==> config.mk <==
export PLATFORM = sky130hd
export DESIGN_NAME = axil_write_ctrl_flat
export DESIGN_NICKNAME = d
export VERILOG_FILES = /design/src/axil_sram_pkg.sv /design/src/sram_wr_if.sv /design/src/axil_write_ctrl.sv /design/src/flat_wrapper.sv
export VERILOG_INCLUDE_DIRS = /design/src /design/src/src
export SDC_FILE = /design/constraint.sdc
export NUM_CORES = 1
export LEC_CHECK = 0
export ABC_AREA = 1
export BUFFER_PORTS_ARGS = -buffer_cell sky130_fd_sc_hd__buf_2
export CAP_MARGIN = 10
export CORE_AREA = 10 10 74 76
export DETAILED_ROUTE_END_ITERATION = 12
export DIE_AREA = 0 0 84 86
export GPL_ROUTABILITY_DRIVEN = 0
export PLACE_DENSITY = 0.8
export SLEW_MARGIN = 20
export SYNTH_ARGS = -nofsm -noshare
export SYNTH_HDL_FRONTEND = slang
export SYNTH_SLANG_ARGS = --single-unit
==> constraint.sdc <==
create_clock -name i_aclk -period 1.45 [get_ports i_aclk]
set_input_delay 0.29 -clock i_aclk [delete_from_list [all_inputs] [get_ports i_aclk]]
set_output_delay 0.29 -clock i_aclk [all_outputs]
set_load 0.05 [all_outputs]
==> src/axil_sram_config.svh <==
// Widths and depth are fixed together; DEPTH must equal 2**IDX_W and STRB_W must be DATA_W/8
`ifndef AXIL_SRAM_CONFIG_SVH
`define AXIL_SRAM_CONFIG_SVH

// ----------------------------------------------------------
// Bus widths
// ----------------------------------------------------------
`define AXIL_DATA_W 64
`define AXIL_ADDR_W 32
`define AXIL_STRB_W 8

// ----------------------------------------------------------
// Storage
// ----------------------------------------------------------
// 256 words of 8 bytes, a 2 KiB window starting at 0
`define SRAM_DEPTH 256
`define SRAM_IDX_W 8

// ----------------------------------------------------------
// Response codes
// ----------------------------------------------------------
`define AXIL_RESP_OKAY   2'b00
`define AXIL_RESP_SLVERR 2'b10

`endif

==> src/axil_sram_pkg.sv <==
// Types only; widths follow the macros in axil_sram_config.svh, which must be on the include path
`default_nettype none

`include "axil_sram_config.svh"

package axil_sram_pkg;

  // Bus payloads
  typedef logic [`AXIL_DATA_W-1:0] axil_data_t;
  typedef logic [`AXIL_ADDR_W-1:0] axil_addr_t;
  typedef logic [`AXIL_STRB_W-1:0] axil_strb_t;
  typedef logic [1:0]              axil_resp_t;

  // Word index into the bank
  typedef logic [`SRAM_IDX_W-1:0]  sram_idx_t;

  // Write channel FSM
  typedef enum logic [1:0] {
    WR_IDLE,
    WR_DATA,
    WR_RESP
  } wr_state_e;

  // Read channel FSM
  typedef enum logic {
    RD_IDLE,
    RD_RESP
  } rd_state_e;

endpackage

`default_nettype wire

==> src/sram_wr_if.sv <==
// Bank write port; one word per cycle, byte lanes gated by strb while en is high
`default_nettype none

interface sram_wr_if;

  import axil_sram_pkg::*;

  logic       en;
  sram_idx_t  idx;
  axil_data_t data;
  axil_strb_t strb;

  // Write controller side
  modport ctrl (
    output en,
    output idx,
    output data,
    output strb
  );

  // Storage side
  modport mem (
    input en,
    input idx,
    input data,
    input strb
  );

endinterface

`default_nettype wire

==> src/axil_write_ctrl.sv <==
// One write in flight; out-of-range address gives SLVERR and no bank write, prot ignored
`default_nettype none

`include "axil_sram_config.svh"

module axil_write_ctrl (
  input  wire                       i_aclk,
  input  wire                       i_arst_n,
  input  wire                       i_awvalid,
  output logic                      o_awready,
  input  axil_sram_pkg::axil_addr_t i_awaddr,
  input  wire                       i_wvalid,
  output logic                      o_wready,
  input  axil_sram_pkg::axil_data_t i_wdata,
  input  axil_sram_pkg::axil_strb_t i_wstrb,
  output logic                      o_bvalid,
  input  wire                       i_bready,
  output axil_sram_pkg::axil_resp_t o_bresp,
  sram_wr_if.ctrl                   wr_port
);

  import axil_sram_pkg::*;

  localparam int unsigned IDX_LSB = $clog2(`AXIL_STRB_W);
  localparam int unsigned IDX_MSB = IDX_LSB + `SRAM_IDX_W - 1;

  wr_state_e state_q;
  sram_idx_t idx_q;
  logic      in_range_q;
  logic      aw_fire;
  logic      w_fire;
  logic      b_fire;
  logic      aw_in_range;

  assign aw_fire = i_awvalid & o_awready;
  assign w_fire  = i_wvalid & o_wready;
  assign b_fire  = o_bvalid & i_bready;

  // Upper address bits must all be zero
  assign aw_in_range = (i_awaddr[`AXIL_ADDR_W-1:IDX_MSB+1] == '0);

  // ----------------------------------------------------------
  // State machine
  // ----------------------------------------------------------
  always_ff @(posedge i_aclk or negedge i_arst_n) begin
    if (!i_arst_n) begin
      state_q    <= WR_IDLE;
      in_range_q <= 1'b0;
    end else begin
      case (state_q)
        WR_IDLE: begin
          if (aw_fire) begin
            state_q    <= WR_DATA;
            in_range_q <= aw_in_range;
          end
        end
        WR_DATA: if (w_fire) state_q <= WR_RESP;
        WR_RESP: if (b_fire) state_q <= WR_IDLE;
        default: state_q <= WR_IDLE;
      endcase
    end
  end

  // Word index, taken only on the AW handshake
  always_ff @(posedge i_aclk) begin
    if (aw_fire) begin
      idx_q <= i_awaddr[IDX_MSB:IDX_LSB];
    end
  end

  assign o_awready = (state_q == WR_IDLE);
  assign o_wready  = (state_q == WR_DATA);
  assign o_bvalid  = (state_q == WR_RESP);
  assign o_bresp   = in_range_q ? `AXIL_RESP_OKAY : `AXIL_RESP_SLVERR;

  // Bank write lands on the W handshake edge
  assign wr_port.en   = w_fire & in_range_q;
  assign wr_port.idx  = idx_q;
  assign wr_port.data = i_wdata;
  assign wr_port.strb = i_wstrb;

  // ----------------------------------------------------------
  // Checks
  // ----------------------------------------------------------
  a_bvalid_hold: assert property (@(posedge i_aclk) disable iff (!i_arst_n)
    o_bvalid && !i_bready |=> o_bvalid && $stable(o_bresp));

  // Bank write only in the data state, entered through the AW handshake
  a_write_in_data: assert property (@(posedge i_aclk) disable iff (!i_arst_n)
    wr_port.en |-> o_wready && ($past(aw_fire) || $past(o_wready)));

endmodule

`default_nettype wire

==> src/flat_wrapper.sv <==
// flat-port wrapper written by rule: the top's interface ports become plain ports
module axil_write_ctrl_flat import axil_sram_pkg::*;
  (i_aclk, i_arst_n, i_awvalid, o_awready, i_awaddr, i_wvalid, o_wready, i_wdata, i_wstrb, o_bvalid, i_bready, o_bresp, wr_port_en, wr_port_idx, wr_port_data, wr_port_strb);
  sram_wr_if wr_port_i ();
  input  wire i_aclk;
  input  wire i_arst_n;
  input  wire i_awvalid;
  output logic o_awready;
  input  axil_sram_pkg::axil_addr_t i_awaddr;
  input  wire i_wvalid;
  output logic o_wready;
  input  axil_sram_pkg::axil_data_t i_wdata;
  input  axil_sram_pkg::axil_strb_t i_wstrb;
  output logic o_bvalid;
  input  wire i_bready;
  output axil_sram_pkg::axil_resp_t o_bresp;
  output wire logic [$bits(wr_port_i.en)-1:0] wr_port_en;
  output wire logic [$bits(wr_port_i.idx)-1:0] wr_port_idx;
  output wire logic [$bits(wr_port_i.data)-1:0] wr_port_data;
  output wire logic [$bits(wr_port_i.strb)-1:0] wr_port_strb;
  assign wr_port_en = wr_port_i.en;
  assign wr_port_idx = wr_port_i.idx;
  assign wr_port_data = wr_port_i.data;
  assign wr_port_strb = wr_port_i.strb;
  axil_write_ctrl u_core (.i_aclk(i_aclk), .i_arst_n(i_arst_n), .i_awvalid(i_awvalid), .o_awready(o_awready), .i_awaddr(i_awaddr), .i_wvalid(i_wvalid), .o_wready(o_wready), .i_wdata(i_wdata), .i_wstrb(i_wstrb), .o_bvalid(o_bvalid), .i_bready(i_bready), .o_bresp(o_bresp), .wr_port(wr_port_i));
endmodule
After elaboration in Yosys (flattened, before gate mapping) --
Index checks and enable logic that the tools add are counted.
Storage, ports and cells: register bits 11, input bits 109, output and inout bits 86
Cells by class: equality and inequality tests 5, mux-type cells 5, bitwise operators 4, reductions and logical operators 4
Operator list (number):
- logical NOT 21 bit | 1
- two-way mux 2 bit | 4
- != test 2 bit, second input constant | 3
- case mux 2 bit (3 select lines) | 1
- AND 1 bit | 4
- AND reduction 3 bit | 1
- == test 2 x 1 -> 1 bit, second input constant | 1
- == test 2 bit, second input constant | 1
- logical NOT 2 bit | 1
- AND reduction 2 bit | 1

Depth between registers and ports, before layout --
depth after elaboration 4, mapped depth 5

Worst setup path before layout --
OpenSTA, ideal clock, no wires.
path type reg2out, from register u_core.state_q[0], to output wr_port_en, arrival time 1.684 ns, slack -0.524 ns, stages on the path, launching flop included 5, path through dfrtp_1 > inv_1 > nor2_2 > nand2_1 > nor2_1
On the way: longest elaborated chain between the ends 3
Ends and longest elaborated chain:
- from (decl) | RTL line axil_write_ctrl.sv:27 | wr_state_e state_q;
- from (signal assigned) | RTL line axil_write_ctrl.sv:47 | state_q <= WR_IDLE;
- from (signal assigned) | RTL line axil_write_ctrl.sv:53 | state_q <= WR_DATA;
- from (signal assigned) | RTL line axil_write_ctrl.sv:57 | WR_DATA: if (w_fire) state_q <= WR_RESP;
- == test 2 x 1 -> 1 bit | RTL line axil_write_ctrl.sv:72 | assign o_wready = (state_q == WR_DATA);
- net o_wready | RTL line flat_wrapper.sv:11 | output logic o_wready;
- AND 1 bit | RTL line axil_write_ctrl.sv:36 | assign w_fire = i_wvalid & o_wready;
- AND 1 bit | RTL line axil_write_ctrl.sv:77 | assign wr_port.en = w_fire & in_range_q;
- to (decl) | RTL line flat_wrapper.sv:17 | output wire logic [$bits(wr_port_i.en)-1:0] wr_port_en;
The timed path passes the listed nets, and every way through them passes these cells.

Worst setup path in the final report --
from register u_core.state_q[1], to output o_awready
On the way: longest elaborated chain between the ends 1
Ends and longest elaborated chain:
- logical NOT 2 bit | RTL line axil_write_ctrl.sv:71 | assign o_awready = (state_q == WR_IDLE);
- to (decl) | RTL line flat_wrapper.sv:8 | output logic o_awready;
Every way passes these cells.

==> metrics <==
outcome completed; Vias 580; Die Ht 86 µm; CP max-delay cell dfrtp_2; final antenna-violating net count 0; Clock Latency Late Sink 0.23 ns; Die W 84 µm; Top delay family on crit path flip-flops; RSZ-0062 raised after global routing yes; Worst Setup End Kind primary output; pwr/cell area 1700 mW/mm²; LEAKAGE 0.409 nW; # setup viols final 0; area leader, netlist buf_4; Max Freq 713 MHz; Post-DP HPWL 2770 µm; grt ovf 0; max-cap violation count 0; Min Hold Slack 0.232 ns; Clk pin slew, worst setup/hold paths 0.05 ns; H-tree depth 1; synth cell count leaders buf_4 (73), nor2_1 (14), edfxtp_1 (8), nand2_1 (7), inv_1 (5); Initial Util 0.256; Yosys top cell area share 0.540; CTS tree done; clock tree buffer depth 2; layout cell share with drive strength beyond 1 0.596; Detailed Route Iter0 Violations 23; Buffers & Inverters on Critical Path 2; pin count of the biggest net entering global routing 9; crit-path max FO 4; Slew Limit Fails 0; main area contributors after synthesis buf_4 (54%), edfxtp_1 (24%), dfrtp_1 (7.4%), nor2_1 (5.2%), nand2_1 (2.6%); area added between synthesis and finish -14.7%; Main synth FF type edfxtp_1; Peak VDD IR 0.354 mV; Buffers on Ports 46; Post-Route WL 3080 µm; CP arrival 1.11 ns; Netlist cell types 11; FF+latch count, synth 11; Post-synth ARST share 0.273; Tightest Hold Check Type primary input to flip-flop; critical path class flip-flop to primary output; vias in the first global route 642; Req. time, crit path 1.16 ns; Layout Skew 0.00338 ns; Final min period 1.40 ns; antenna violations before repair 0; Avg Cell Area, Syn 8.53 µm²; fillers 435; CP cell instances buf_4 > nor2_4 > buf_4; Clock Sink Count 11; Die Footprint 0.00722 mm²; GRT Util Overall 0.0764; Core ar. 0.00397 mm²; period utilization 0.968; count leader, synth buf_4; number of iterations in the first detailed-routing pass 3; Worst setup SP type flip-flop; diode count 0; IO Count 195; drt drc 0; Crit path top cell by count buf_4; Final TNS setup 0 ns; Cells after DPL 142; drt via density 3.89; Synth Net Count 228; first-pass GRT wire length 4200 µm; Rows 23; slowest stage delay, CP 0.44 ns; synth warn 0; Num CTS Buffers 3; average wire per standard cell 20.7 µm; Post-Syn Instances 119; Total Nets Final 209; Post-Layout Cell Count 149; Mapped Area 0.00101 mm²; CTS root buffer clkbuf_8; total power 1.47 mW; Final Hold Viols 0; register area share after synthesis 0.311; Post-synth EDFFs 8
layout by cell type, fill, tap and decap left out, drive strengths merged:
cell	instances
buf	48
nor2	17
edfxtp	8
nand2	8
inv	5
clkbuf	4
dfrtp	3
o31ai	2
nand3	2
conb	1
dlygate4sd3	1
state kept, by name, indices dropped and copies added (netlist names):
| register | flops |
|---|---|
| u_core.state_q | 2 |
| u_core.in_range_q | 1 |
| u_core.wr_port.idx | 8 |
worst register-to-register path: cells and delay by family (launching register included):
family	cells	cell delay [ns]
DFF	1	0.44
buffers and inverters	2	0.40
and+or+nand+nor	2	0.16
cell families after synthesis:
kind of cell,share of synthesized area
flops,0.311
compound gates,0.0148
simple gates,0.112
other cells,0.00370
buf+inv,0.559
layer usage:
metal,share of wire,wire length [µm],global-route usage,vias to the layer above
met2,0.44,1370,0.114,65
met3,0.26,801,0.0974,30
met4,0.055,171,0.0533,0
met5,0,0,0,-
li1,-,-,-,253
met1,0.24,740,0.0494,232
final timing paths:
path / cells past startpoint / startpoint / end / slack [ns]
worst max-delay path: 3 / u_core.state_q[1] / o_awready / 0.05
worst min-delay path: 1 / i_awaddr[4] / u_core.wr_port.idx[1] / 0.23
worst max register to register: 4 / u_core.state_q[1] / u_core.wr_port.idx[6] / 0.12
worst min register to register: 2 / u_core.in_range_q / u_core.in_range_q / 0.50
max in group asynchronous: 2 / i_arst_n / u_core.state_q[1] / 0.91
min in group asynchronous: 2 / i_arst_n / u_core.in_range_q / 0.42
report_power, final:
group / switching, mW / leakage (nW) / total [mW] / internal, mW
sequential: 0.0406 / 0.113 / 0.472 / 0.431
clock: 0.103 / 0.0228 / 0.295 / 0.192
combinational: 0.508 / 0.273 / 0.704 / 0.195
total: 0.652 / 0.409 / 1.47 / 0.818
timing repair:
action / CTS / global route
endpoints found under the hold margin: 3 / 0
setup buffers: 1 / 1
resized for setup: 6 / 3
gates cloned: 0 / 0
hold buffers: 1 / 0
setup endpoints to repair: 3 / 2
pin swaps: 0 / 2
per-stage QoR:
step	instance area, µm²	util	worst slack [ns]
4_1_cts	856	0.216	0.00660
3_3_place_gp	777	0.196	0.131
3_5_place_dp	777	0.196	0.0754
6_report	866	0.218	0.0470
2_1_floorplan	1030	-	-0.0659
5_1_grt	866	0.218	-0.00862
area by class of cell:
| type | count | area, µm² | area share |
|---|---|---|---|
| Tap cell | 50 | 62.6 | 0.0723 |
| Timing Repair Buffer | 49 | 270 | 0.312 |
| Multi-Input combinational cell | 30 | 153 | 0.176 |
| Clock buffer | 4 | 45.0 | 0.0520 |
| Inverter | 5 | 18.8 | 0.0217 |
| Sequential cell | 11 | 317 | 0.366 |
No activity file was read; power rests on OpenSTA's default activity.
