File: src/axil_sram_config.svh
// Widths and depth are fixed together; DEPTH must equal 2**IDX_W and STRB_W must be DATA_W/8
`ifndef AXIL_SRAM_CONFIG_SVH
`define AXIL_SRAM_CONFIG_SVH

// ----------------------------------------------------------
// Bus widths
// ----------------------------------------------------------
`define AXIL_DATA_W 64
`define AXIL_ADDR_W 32
`define AXIL_STRB_W 8

// ----------------------------------------------------------
// Storage
// ----------------------------------------------------------
// 256 words of 8 bytes, a 2 KiB window starting at 0
`define SRAM_DEPTH 256
`define SRAM_IDX_W 8

// ----------------------------------------------------------
// Response codes
// ----------------------------------------------------------
`define AXIL_RESP_OKAY   2'b00
`define AXIL_RESP_SLVERR 2'b10

`endif

File: src/axil_sram_pkg.sv
// Types only; widths follow the macros in axil_sram_config.svh, which must be on the include path
`default_nettype none

`include "axil_sram_config.svh"

package axil_sram_pkg;

  // Bus payloads
  typedef logic [`AXIL_DATA_W-1:0] axil_data_t;
  typedef logic [`AXIL_ADDR_W-1:0] axil_addr_t;
  typedef logic [`AXIL_STRB_W-1:0] axil_strb_t;
  typedef logic [1:0]              axil_resp_t;

  // Word index into the bank
  typedef logic [`SRAM_IDX_W-1:0]  sram_idx_t;

  // Write channel FSM
  typedef enum logic [1:0] {
    WR_IDLE,
    WR_DATA,
    WR_RESP
  } wr_state_e;

  // Read channel FSM
  typedef enum logic {
    RD_IDLE,
    RD_RESP
  } rd_state_e;

endpackage

`default_nettype wire

File: src/axil_read_ctrl.sv
// One read in flight; rvalid follows two edges after AR, out-of-range reads return zero
`default_nettype none

`include "axil_sram_config.svh"

module axil_read_ctrl (
  input  wire                       i_aclk,
  input  wire                       i_arst_n,
  input  wire                       i_arvalid,
  output logic                      o_arready,
  input  axil_sram_pkg::axil_addr_t i_araddr,
  input  wire                       i_rready,
  output logic                      o_rvalid,
  output axil_sram_pkg::axil_data_t o_rdata,
  output axil_sram_pkg::axil_resp_t o_rresp,
  output logic                      o_rd_en,
  output axil_sram_pkg::sram_idx_t  o_rd_idx,
  input  axil_sram_pkg::axil_data_t i_rd_word
);

  import axil_sram_pkg::*;

  localparam int unsigned IDX_LSB = $clog2(`AXIL_STRB_W);
  localparam int unsigned IDX_MSB = IDX_LSB + `SRAM_IDX_W - 1;

  rd_state_e  state_q;
  logic       rvalid_q;
  logic       in_range_q;
  axil_data_t rdata_q;
  logic       ar_fire;
  logic       r_fire;

  assign ar_fire = i_arvalid & o_arready;
  assign r_fire  = o_rvalid & i_rready;

  // ----------------------------------------------------------
  // State machine
  // ----------------------------------------------------------
  always_ff @(posedge i_aclk or negedge i_arst_n) begin
    if (!i_arst_n) begin
      state_q    <= RD_IDLE;
      rvalid_q   <= 1'b0;
      in_range_q <= 1'b0;
    end else begin
      case (state_q)
        RD_IDLE: begin
          if (ar_fire) begin
            state_q    <= RD_RESP;
            in_range_q <= (i_araddr[`AXIL_ADDR_W-1:IDX_MSB+1] == '0);
          end
        end
        RD_RESP: begin
          // First cycle here waits for the bank word
          if (!rvalid_q) begin
            rvalid_q <= 1'b1;
          end else if (r_fire) begin
            rvalid_q <= 1'b0;
            state_q  <= RD_IDLE;
          end
        end
        default: state_q <= RD_IDLE;
      endcase
    end
  end

  // Holding register for the returned word
  always_ff @(posedge i_aclk) begin
    if (state_q == RD_RESP && !rvalid_q) begin
      rdata_q <= in_range_q ? i_rd_word : '0;
    end
  end

  assign o_rd_en   = ar_fire;
  assign o_rd_idx  = i_araddr[IDX_MSB:IDX_LSB];
  assign o_arready = (state_q == RD_IDLE);
  assign o_rvalid  = rvalid_q;
  assign o_rdata   = rdata_q;
  assign o_rresp   = in_range_q ? `AXIL_RESP_OKAY : `AXIL_RESP_SLVERR;

  // Payload frozen under back-pressure
  a_r_stable: assert property (@(posedge i_aclk) disable iff (!i_arst_n)
    o_rvalid && !i_rready |=> o_rvalid && $stable(o_rdata) && $stable(o_rresp));

endmodule

`default_nettype wire

File: config.mk
export PLATFORM = sky130hd
export DESIGN_NAME = axil_read_ctrl
export DESIGN_NICKNAME = d
export VERILOG_FILES = /design/src/axil_sram_pkg.sv /design/src/axil_read_ctrl.sv
export VERILOG_INCLUDE_DIRS = /design/src /design/src/src
export SDC_FILE = /design/constraint.sdc
export NUM_CORES = 1
export LEC_CHECK = 0
export ABC_CLOCK_PERIOD_IN_PS = 9700
export BUFFER_PORTS_ARGS = -buffer_cell sky130_fd_sc_hd__buf_2
export CELL_PAD_IN_SITES_DETAIL_PLACEMENT = 1
export CELL_PAD_IN_SITES_GLOBAL_PLACEMENT = 2
export CORE_ASPECT_RATIO = 0.6
export CORE_MARGIN = 2
export CORE_UTILIZATION = 27
export CTS_BUF_LIST = sky130_fd_sc_hd__clkbuf_16
export DETAILED_ROUTE_END_ITERATION = 10
export GPL_TIMING_DRIVEN = 0
export PLACE_DENSITY_LB_ADDON = 0.1
export SLEW_MARGIN = 20
export SYNTH_ARGS = -nofsm -noshare
export SYNTH_HDL_FRONTEND = slang
export SYNTH_SLANG_ARGS = --single-unit
File: constraint.sdc
create_clock -name i_aclk -period 9.7 [get_ports i_aclk]
set_input_delay 0.485 -clock i_aclk [delete_from_list [all_inputs] [get_ports i_aclk]]
set_output_delay 0.485 -clock i_aclk [all_outputs]
set_load 0.01 [all_outputs]
* Word-level counts from Yosys, hierarchy flattened
Cells that the tools add are included.
** Word-level totals
- Bits in registers :: 67
- Input port bits :: 100
- Output and inout port bits :: 77
- Word-level logic and storage cells :: 16
** Cells by class
- Multiplexer cells :: 5
- Bitwise operators :: 3
- Reduce and logical (&&, ||, !) cells :: 4
** Operators with widths (number)
- 21-bit zero test :: 1
- 1-bit 2-to-1 mux :: 3
- 1-bit bitwise AND :: 2
- 2-bit 2-to-1 mux :: 1
- 1-bit case mux with 2 select lines :: 1
- 2-bit AND reduction :: 1
- 1-bit logical AND :: 1
- 1-bit zero test :: 1
- 1-bit inverter :: 1

* Depth between registers and ports, before layout
Gate-level depths: netlist of the first run.
- Depth in word-level cells :: 4
- Mapped depth :: 3
- Depth with buffers taken out :: 3

* Worst setup path after synthesis of the first run
OpenSTA, ideal clock, no wires.
- Path type :: register to register
- From :: register state_q
- To :: register rdata_q[0] (netlist: o_rdata[0]) (enable)
- Setup time :: 486 ps
- Data arrival time :: 3193 ps
- Data required time :: 9214 ps
- Path slack :: 6021 ps
- Cell stages (with the launch flop) :: 3
- Path buffers :: 0
- Path through :: dfrtp_1 -> inv_1 -> nor2_1
** On the way
- Word-level cells in the longest chain between the ends :: 1
** Ends and longest elaborated chain
- start: declaration :: RTL line axil_read_ctrl.sv:26 : rd_state_e state_q;
- start signal: assignment :: RTL line axil_read_ctrl.sv:41 : state_q <= RD_IDLE;
- start signal: assignment :: RTL line axil_read_ctrl.sv:48 : state_q <= RD_RESP;
- start signal: assignment :: RTL line axil_read_ctrl.sv:58 : state_q <= RD_IDLE;
- 1-bit logical AND :: RTL line axil_read_ctrl.sv:68 : if (state_q == RD_RESP && !rvalid_q) begin
- end signal: assignment :: RTL line axil_read_ctrl.sv:69 : rdata_q <= in_range_q ? i_rd_word : '0;
- end: declaration :: RTL line axil_read_ctrl.sv:29 : axil_data_t rdata_q;
Every way passes these cells.
A chain may end at the register's enable or synchronous reset.

* Worst setup path after layout of the first run
- From :: register state_q
- To :: register rdata_q[32] (netlist: o_rdata[32]) (enable)
Same word-level chain as after synthesis.

==> flow_summary.toml, run 1 <==
[floorplan]
initial_core_util = 0.282
ios = 177
dieHeight_um = 80.3
coreArea_um2 = 9290
die-area_um2 = 10500
rows = 27
die_x_um = 131

[grt]
grt_first_pass_wirelength_um = 10400
antenna_found_initial = 0
grt_pass1_vias = 2019
grt_overflow = 0
grt_max_degree = 21
grt_usage = 0.133

[sta]
rsz0062_at_grt = "no"
period_needed_ns = 1.81
worst_slew_pin_slew_ns = 0.504
setup-tns-final_ns = 0
timing.fmax_mhz = 551
max_slew_margin = 0.663
setup_violations = 0
fin_skew_ns = 0.00451
final.setup.worst_slack_ns = 7.89
fin_crit_sh = 0.187
slew_viol_final = 0
hold_violations = 0

[hold_path]
hold_path_class = "input port to register"

[run_status]
status = "complete, no violations"

[final_layout]
drive_gt1_frac = 0.576
n_fill_cell = 1020
syn2layout_area_growth_pct = 51.0
diodes = 0
layout_common_cells = "170 x buf_2, 64 x and2_1, 64 x edfxtp_1"
final_common_cell = "buf_2"
fin_cells = 477
fin_nets = 443

[place]
dp.cells = 461
dp_slack_ns = 7.86
gp_congestion = 0.688
dp_hpwl_um = 5470
io_buffers = 164

[clock_network]
clkTransAtPathRegs_ns = 0.05
numCtsBuffers = 9
cts_hold_buf = 1
cts.repair.resized = 0
clock_sinks = 67
cts_tree = "yes"
cts_buffer_depth = 2
clock_latency_ns = 0.32
cts_root_buffer = "clkbuf_16"
htreeDepth = 3
postCtsSetupBuffers = 0

[setup_path]
reg2reg_from = "state_q"
cp-start-kind = "register"
rrSetupSlack_ns = 7.89
critPathCapture = "o_rdata[32]"
r2r_cells = 5
cp_max_fo = 20
crit_arrival_ns = 1.85
r2r-end = "o_rdata[32]"
required_ns = 9.73
startpoint = "state_q"
end_kind = "register"
setup.worst_path.class = "register to register"

[drt]
wl_per_cell_um = 14.3
vias = 1893
drc = 0
first_pass_iters = 4
wl_um = 6840
antenna_left = 0
drt_first_iter_violations = 60
viasPerCell = 3.97

[run]
drv_cap = 0

[yosys]
synth_seq_cells = 67
yosys_warnings = 0
yosysSeqAreaShare = 0.763
avgSynthCellArea_um2 = 16.0
syn-cell-area_um2 = 2620
synthCells = 164
synthesis.nets = 264
ys_types = 17

[power]
p_leak_nw = 1.78
powerDensity_nw_per_um2 = 234
power_mw = 0.927
ir_drop_v = 0.0000994
state kept, by name (all words and copies together) (netlist names):
name and cells:
o_rdata 64, o_rvalid 1, state_q 1, in_range_q 1
worst max-delay path, stage by stage, from the launching register on:
cell and delay (ns):
dfrtp_1 0.42, inv_1 0.11, nor2_4 0.43, buf_16 0.22, buf_16 0.17, buf_16 0.16
layer usage:
layer	GRT usage	share of wire	routed length, um	vias to the layer above
li1	-	-	-	919
met2	0.204	0.44	2990	104
met5	0	0	0	-
met3	0.0764	0.10	711	8
met1	0.159	0.44	3040	862
met4	0.0435	0.014	93	0
logic make-up (layout without fill, tap and decap cells):
kind of cell           count (synthesis)  in the layout  share of synthesized area
and+or+nand+nor                       75             75                      0.184
DFF                                   67             67                      0.763
buffers and inverters                 18            201                     0.0416
AOI/OAI and AO/OA                      3              3                     0.0105
other                                  1              1                    0.00143
cells in the mapped netlist:
| cell type | n | share of area |
|---|---|---|
| nand3_1 | 2 | 0.0038 |
| o21a_1 | 2 | 0.0057 |
| nor2b_2 | 1 | 0.0033 |
| clkbuf_1 | 1 | 0.0014 |
| inv_1 | 2 | 0.0029 |
| dfrtp_1 | 3 | 0.029 |
| edfxtp_1 | 64 | 0.73 |
| and2_1 | 64 | 0.15 |
| nor2_1 | 2 | 0.0029 |
| o22ai_2 | 1 | 0.0048 |
| nor3_1 | 1 | 0.0019 |
| nor4_2 | 3 | 0.014 |
| nand4_1 | 1 | 0.0024 |
| conb_1 | 1 | 0.0014 |
| buf_2 | 6 | 0.011 |
| nor4_1 | 1 | 0.0024 |
| buf_4 | 9 | 0.026 |
layout make-up:
type | count | area [um2] | area share
Timing Repair Buffer | 168 | 913 | 0.231
Buffer | 16 | 101 | 0.0256
Inverter | 2 | 7.51 | 0.00190
Clock buffer | 9 | 225 | 0.0570
Clock inverter | 6 | 26.3 | 0.00665
Sequential cell | 67 | 2000 | 0.505
Tap cell | 130 | 163 | 0.0411
Multi-Input combinational cell | 79 | 520 | 0.132
where the power goes:
part	internal [mW]	switching [mW]	total, mW
Combinational	0.0949	0.126	0.221
Sequential	0.409	0.0211	0.430
Clock	0.167	0.108	0.275
metrics by stage:
stage	cell area (um2)	hold slack, ns	util
floorplan	2620	0.189	-
global placement	3600	0.284	0.388
detailed placement	3690	0.286	0.397
CTS	3950	0.379	0.426
global route	3950	0.389	0.426
finish	3950	0.403	0.426
worst min-delay path by stage:
stage,start,end,cells after the start
finish,i_arvalid,state_q,2
global route,i_arvalid,state_q,2
CTS,i_arvalid,state_q,2
detailed placement,i_arst_n,in_range_q,1
global placement,i_arst_n,in_range_q,1
floorplan,i_arst_n,in_range_q,0
Note: power is estimated with default switching activity, not from simulation.
==> run 2, diff against run 1 <==
--- a/config.mk
+++ b/config.mk
@@ -6,13 +6,13 @@
 export SDC_FILE = /design/constraint.sdc
 export NUM_CORES = 1
 export LEC_CHECK = 0
-export ABC_CLOCK_PERIOD_IN_PS = 9700
+export ABC_CLOCK_PERIOD_IN_PS = 1760
 export BUFFER_PORTS_ARGS = -buffer_cell sky130_fd_sc_hd__buf_2
 export CELL_PAD_IN_SITES_DETAIL_PLACEMENT = 1
 export CELL_PAD_IN_SITES_GLOBAL_PLACEMENT = 2
 export CORE_ASPECT_RATIO = 0.6
 export CORE_MARGIN = 2
-export CORE_UTILIZATION = 27
+export CORE_UTILIZATION = 25
 export CTS_BUF_LIST = sky130_fd_sc_hd__clkbuf_16
 export DETAILED_ROUTE_END_ITERATION = 10
 export GPL_TIMING_DRIVEN = 0
==> constraint.sdc (replaced) <==
create_clock -name i_aclk -period 1.76 [get_ports i_aclk]
set_input_delay 0.088 -clock i_aclk [delete_from_list [all_inputs] [get_ports i_aclk]]
set_output_delay 0.088 -clock i_aclk [all_outputs]
set_load 0.01 [all_outputs]
==> flow_summary.toml, run 2 (synthesized netlist as in run 1, its figures left out) <==
[setup_path]
startpoint = "state_q"
cp-start-kind = "register"
crit_chain = "inv_2 -> nor2_4 -> buf_12"
r2r_cells = 3
critPathSlowestCell = "nor2_4"
cp_max_fo = 27
required_ns = 1.78
rrSetupSlack_ns = 0.21
crit_path_max_incr_delay_ns = 0.47
crit_arrival_ns = 1.57
end_kind = "register"
r2r-end = "o_rdata[27]"
setup.worst_path.class = "register to register"
reg2reg_from = "state_q"

[clock_network]
clock_latency_ns = 0.32
cts_root_buffer = "clkbuf_16"
cts.repair.resized = 0
postCtsSetupBuffers = 0
clkTransAtPathRegs_ns = 0.05
cts_hold_buf = 2
numCtsBuffers = 9
clock_sinks = 67
cts_tree = "yes"
cts_buffer_depth = 2
htreeDepth = 3

[floorplan]
die_x_um = 136
ios = 177
initial_core_util = 0.261
die-area_um2 = 11300
dieHeight_um = 83.3
coreArea_um2 = 10000
rows = 28

[sta]
fin_crit_sh = 0.881
slew_viol_final = 0
hold_violations = 0
hold_slack_ns = 0.0423
setup_violations = 0
rsz0062_at_grt = "no"
fin_skew_ns = 0.00710
worst_slew_pin_slew_ns = 0.605
period_needed_ns = 1.55
max_slew_margin = 0.596
timing.fmax_mhz = 645
final.setup.worst_slack_ns = 0.210

[run]
drv_cap = 0

[grt]
grt_first_pass_wirelength_um = 10900
grt_usage = 0.129
grt_pass1_vias = 2073
grt_max_degree = 28
grt_overflow = 0
antenna_found_initial = 1

[power]
clkPwrFrac = 0.323
combPwrFrac = 0.222
p_sw_frac = 0.274
ir_drop_v = 0.000487
internal-power_mw = 3.78
seqPwrFrac = 0.455
powerDensity_nw_per_um2 = 1320
p_sw_mw = 1.43
p_leak_nw = 1.78

[run_status]
status = "complete, no violations"

[place]
gp_congestion = 0.694
dp_slack_ns = 0.187
io_buffers = 164
placed_area_um2 = 3660
dp_hpwl_um = 5400

[final_layout]
drive_gt1_frac = 0.576
layout_common_cells = "170 x buf_2, 64 x and2_1, 64 x edfxtp_1"
design_area_um2 = 3960
diodes = 0
largest_reg_flops = 64
syn2layout_area_growth_pct = 51.2
n_fill_cell = 1115
fin_nets = 443
final_common_cell = "buf_2"

[drt]
wl_um = 6970
first_pass_iters = 3
antenna_left = 0
wl_per_cell_um = 14.5
drt_first_iter_violations = 93
vias = 1883
viasPerCell = 3.91
drc = 0

[hold_path]
whs_endpoint = "o_rdata[3]"
hold_path_class = "input port to register"
hold_depth = 2
min-delay-start = "i_rd_word[3]"
==> run 2: through the flow <==
stage	power, mW	util	TNS [ns]	cells
floorplan	2.88	-	-5.25	164
global placement	3.50	0.361	-37.30	463
detailed placement	3.59	0.366	0	465
CTS	5.31	0.395	0	482
global route	5.48	0.395	0	482
finish	5.21	0.395	0	482
==> run 2: layer usage <==
| layer | wire length (um) | vias to the layer above | global-route usage |
|---|---|---|---|
| li1 | - | 919 | - |
| met1 | 3000 | 863 | 0.154 |
| met2 | 3000 | 90 | 0.191 |
| met3 | 868 | 11 | 0.0720 |
| met4 | 97 | 0 | 0.0540 |
| met5 | 0 | - | 0 |
==> run 2: worst max-delay path: cells and delay by family (launching register included) <==
kind	cells	cell delay [ns]
flops	1	0.42
buf+inv	2	0.34
simple gates	1	0.47
==> run 2: area by class of cell <==
type                            instances  area (um2)  share of cell area
Sequential cell                        67        2000               0.505
Buffer                                 16         101              0.0256
Clock buffer                            9         225              0.0569
Clock inverter                          6        50.0              0.0126
Tap cell                              135         169              0.0427
Timing Repair Buffer                  168         888               0.224
Multi-Input combinational cell         79         520               0.131
Inverter                                2        7.51             0.00190
==> run 2: how the worst max path moves through the flow <==
stage                   to  slack (ns)  depth (start not counted)
2_1_floorplan   o_rdata[0]       -0.08                          2
3_3_place_gp   o_rdata[20]       -0.58                          2
3_5_place_dp   o_rdata[34]        0.19                          3
4_1_cts        o_rdata[34]        0.18                          3
5_1_grt        o_rdata[58]        0.10                          3
6_report       o_rdata[27]        0.21                          3
==> run 2: power groups by stage <==
stage	sequential (mW)	combinational [mW]	clock (mW)
floorplan	2.63	0.249	0
global placement	2.42	1.08	0
detailed placement	2.41	1.18	0
CTS	2.38	1.19	1.74
global route	2.42	1.26	1.80
finish	2.37	1.15	1.68
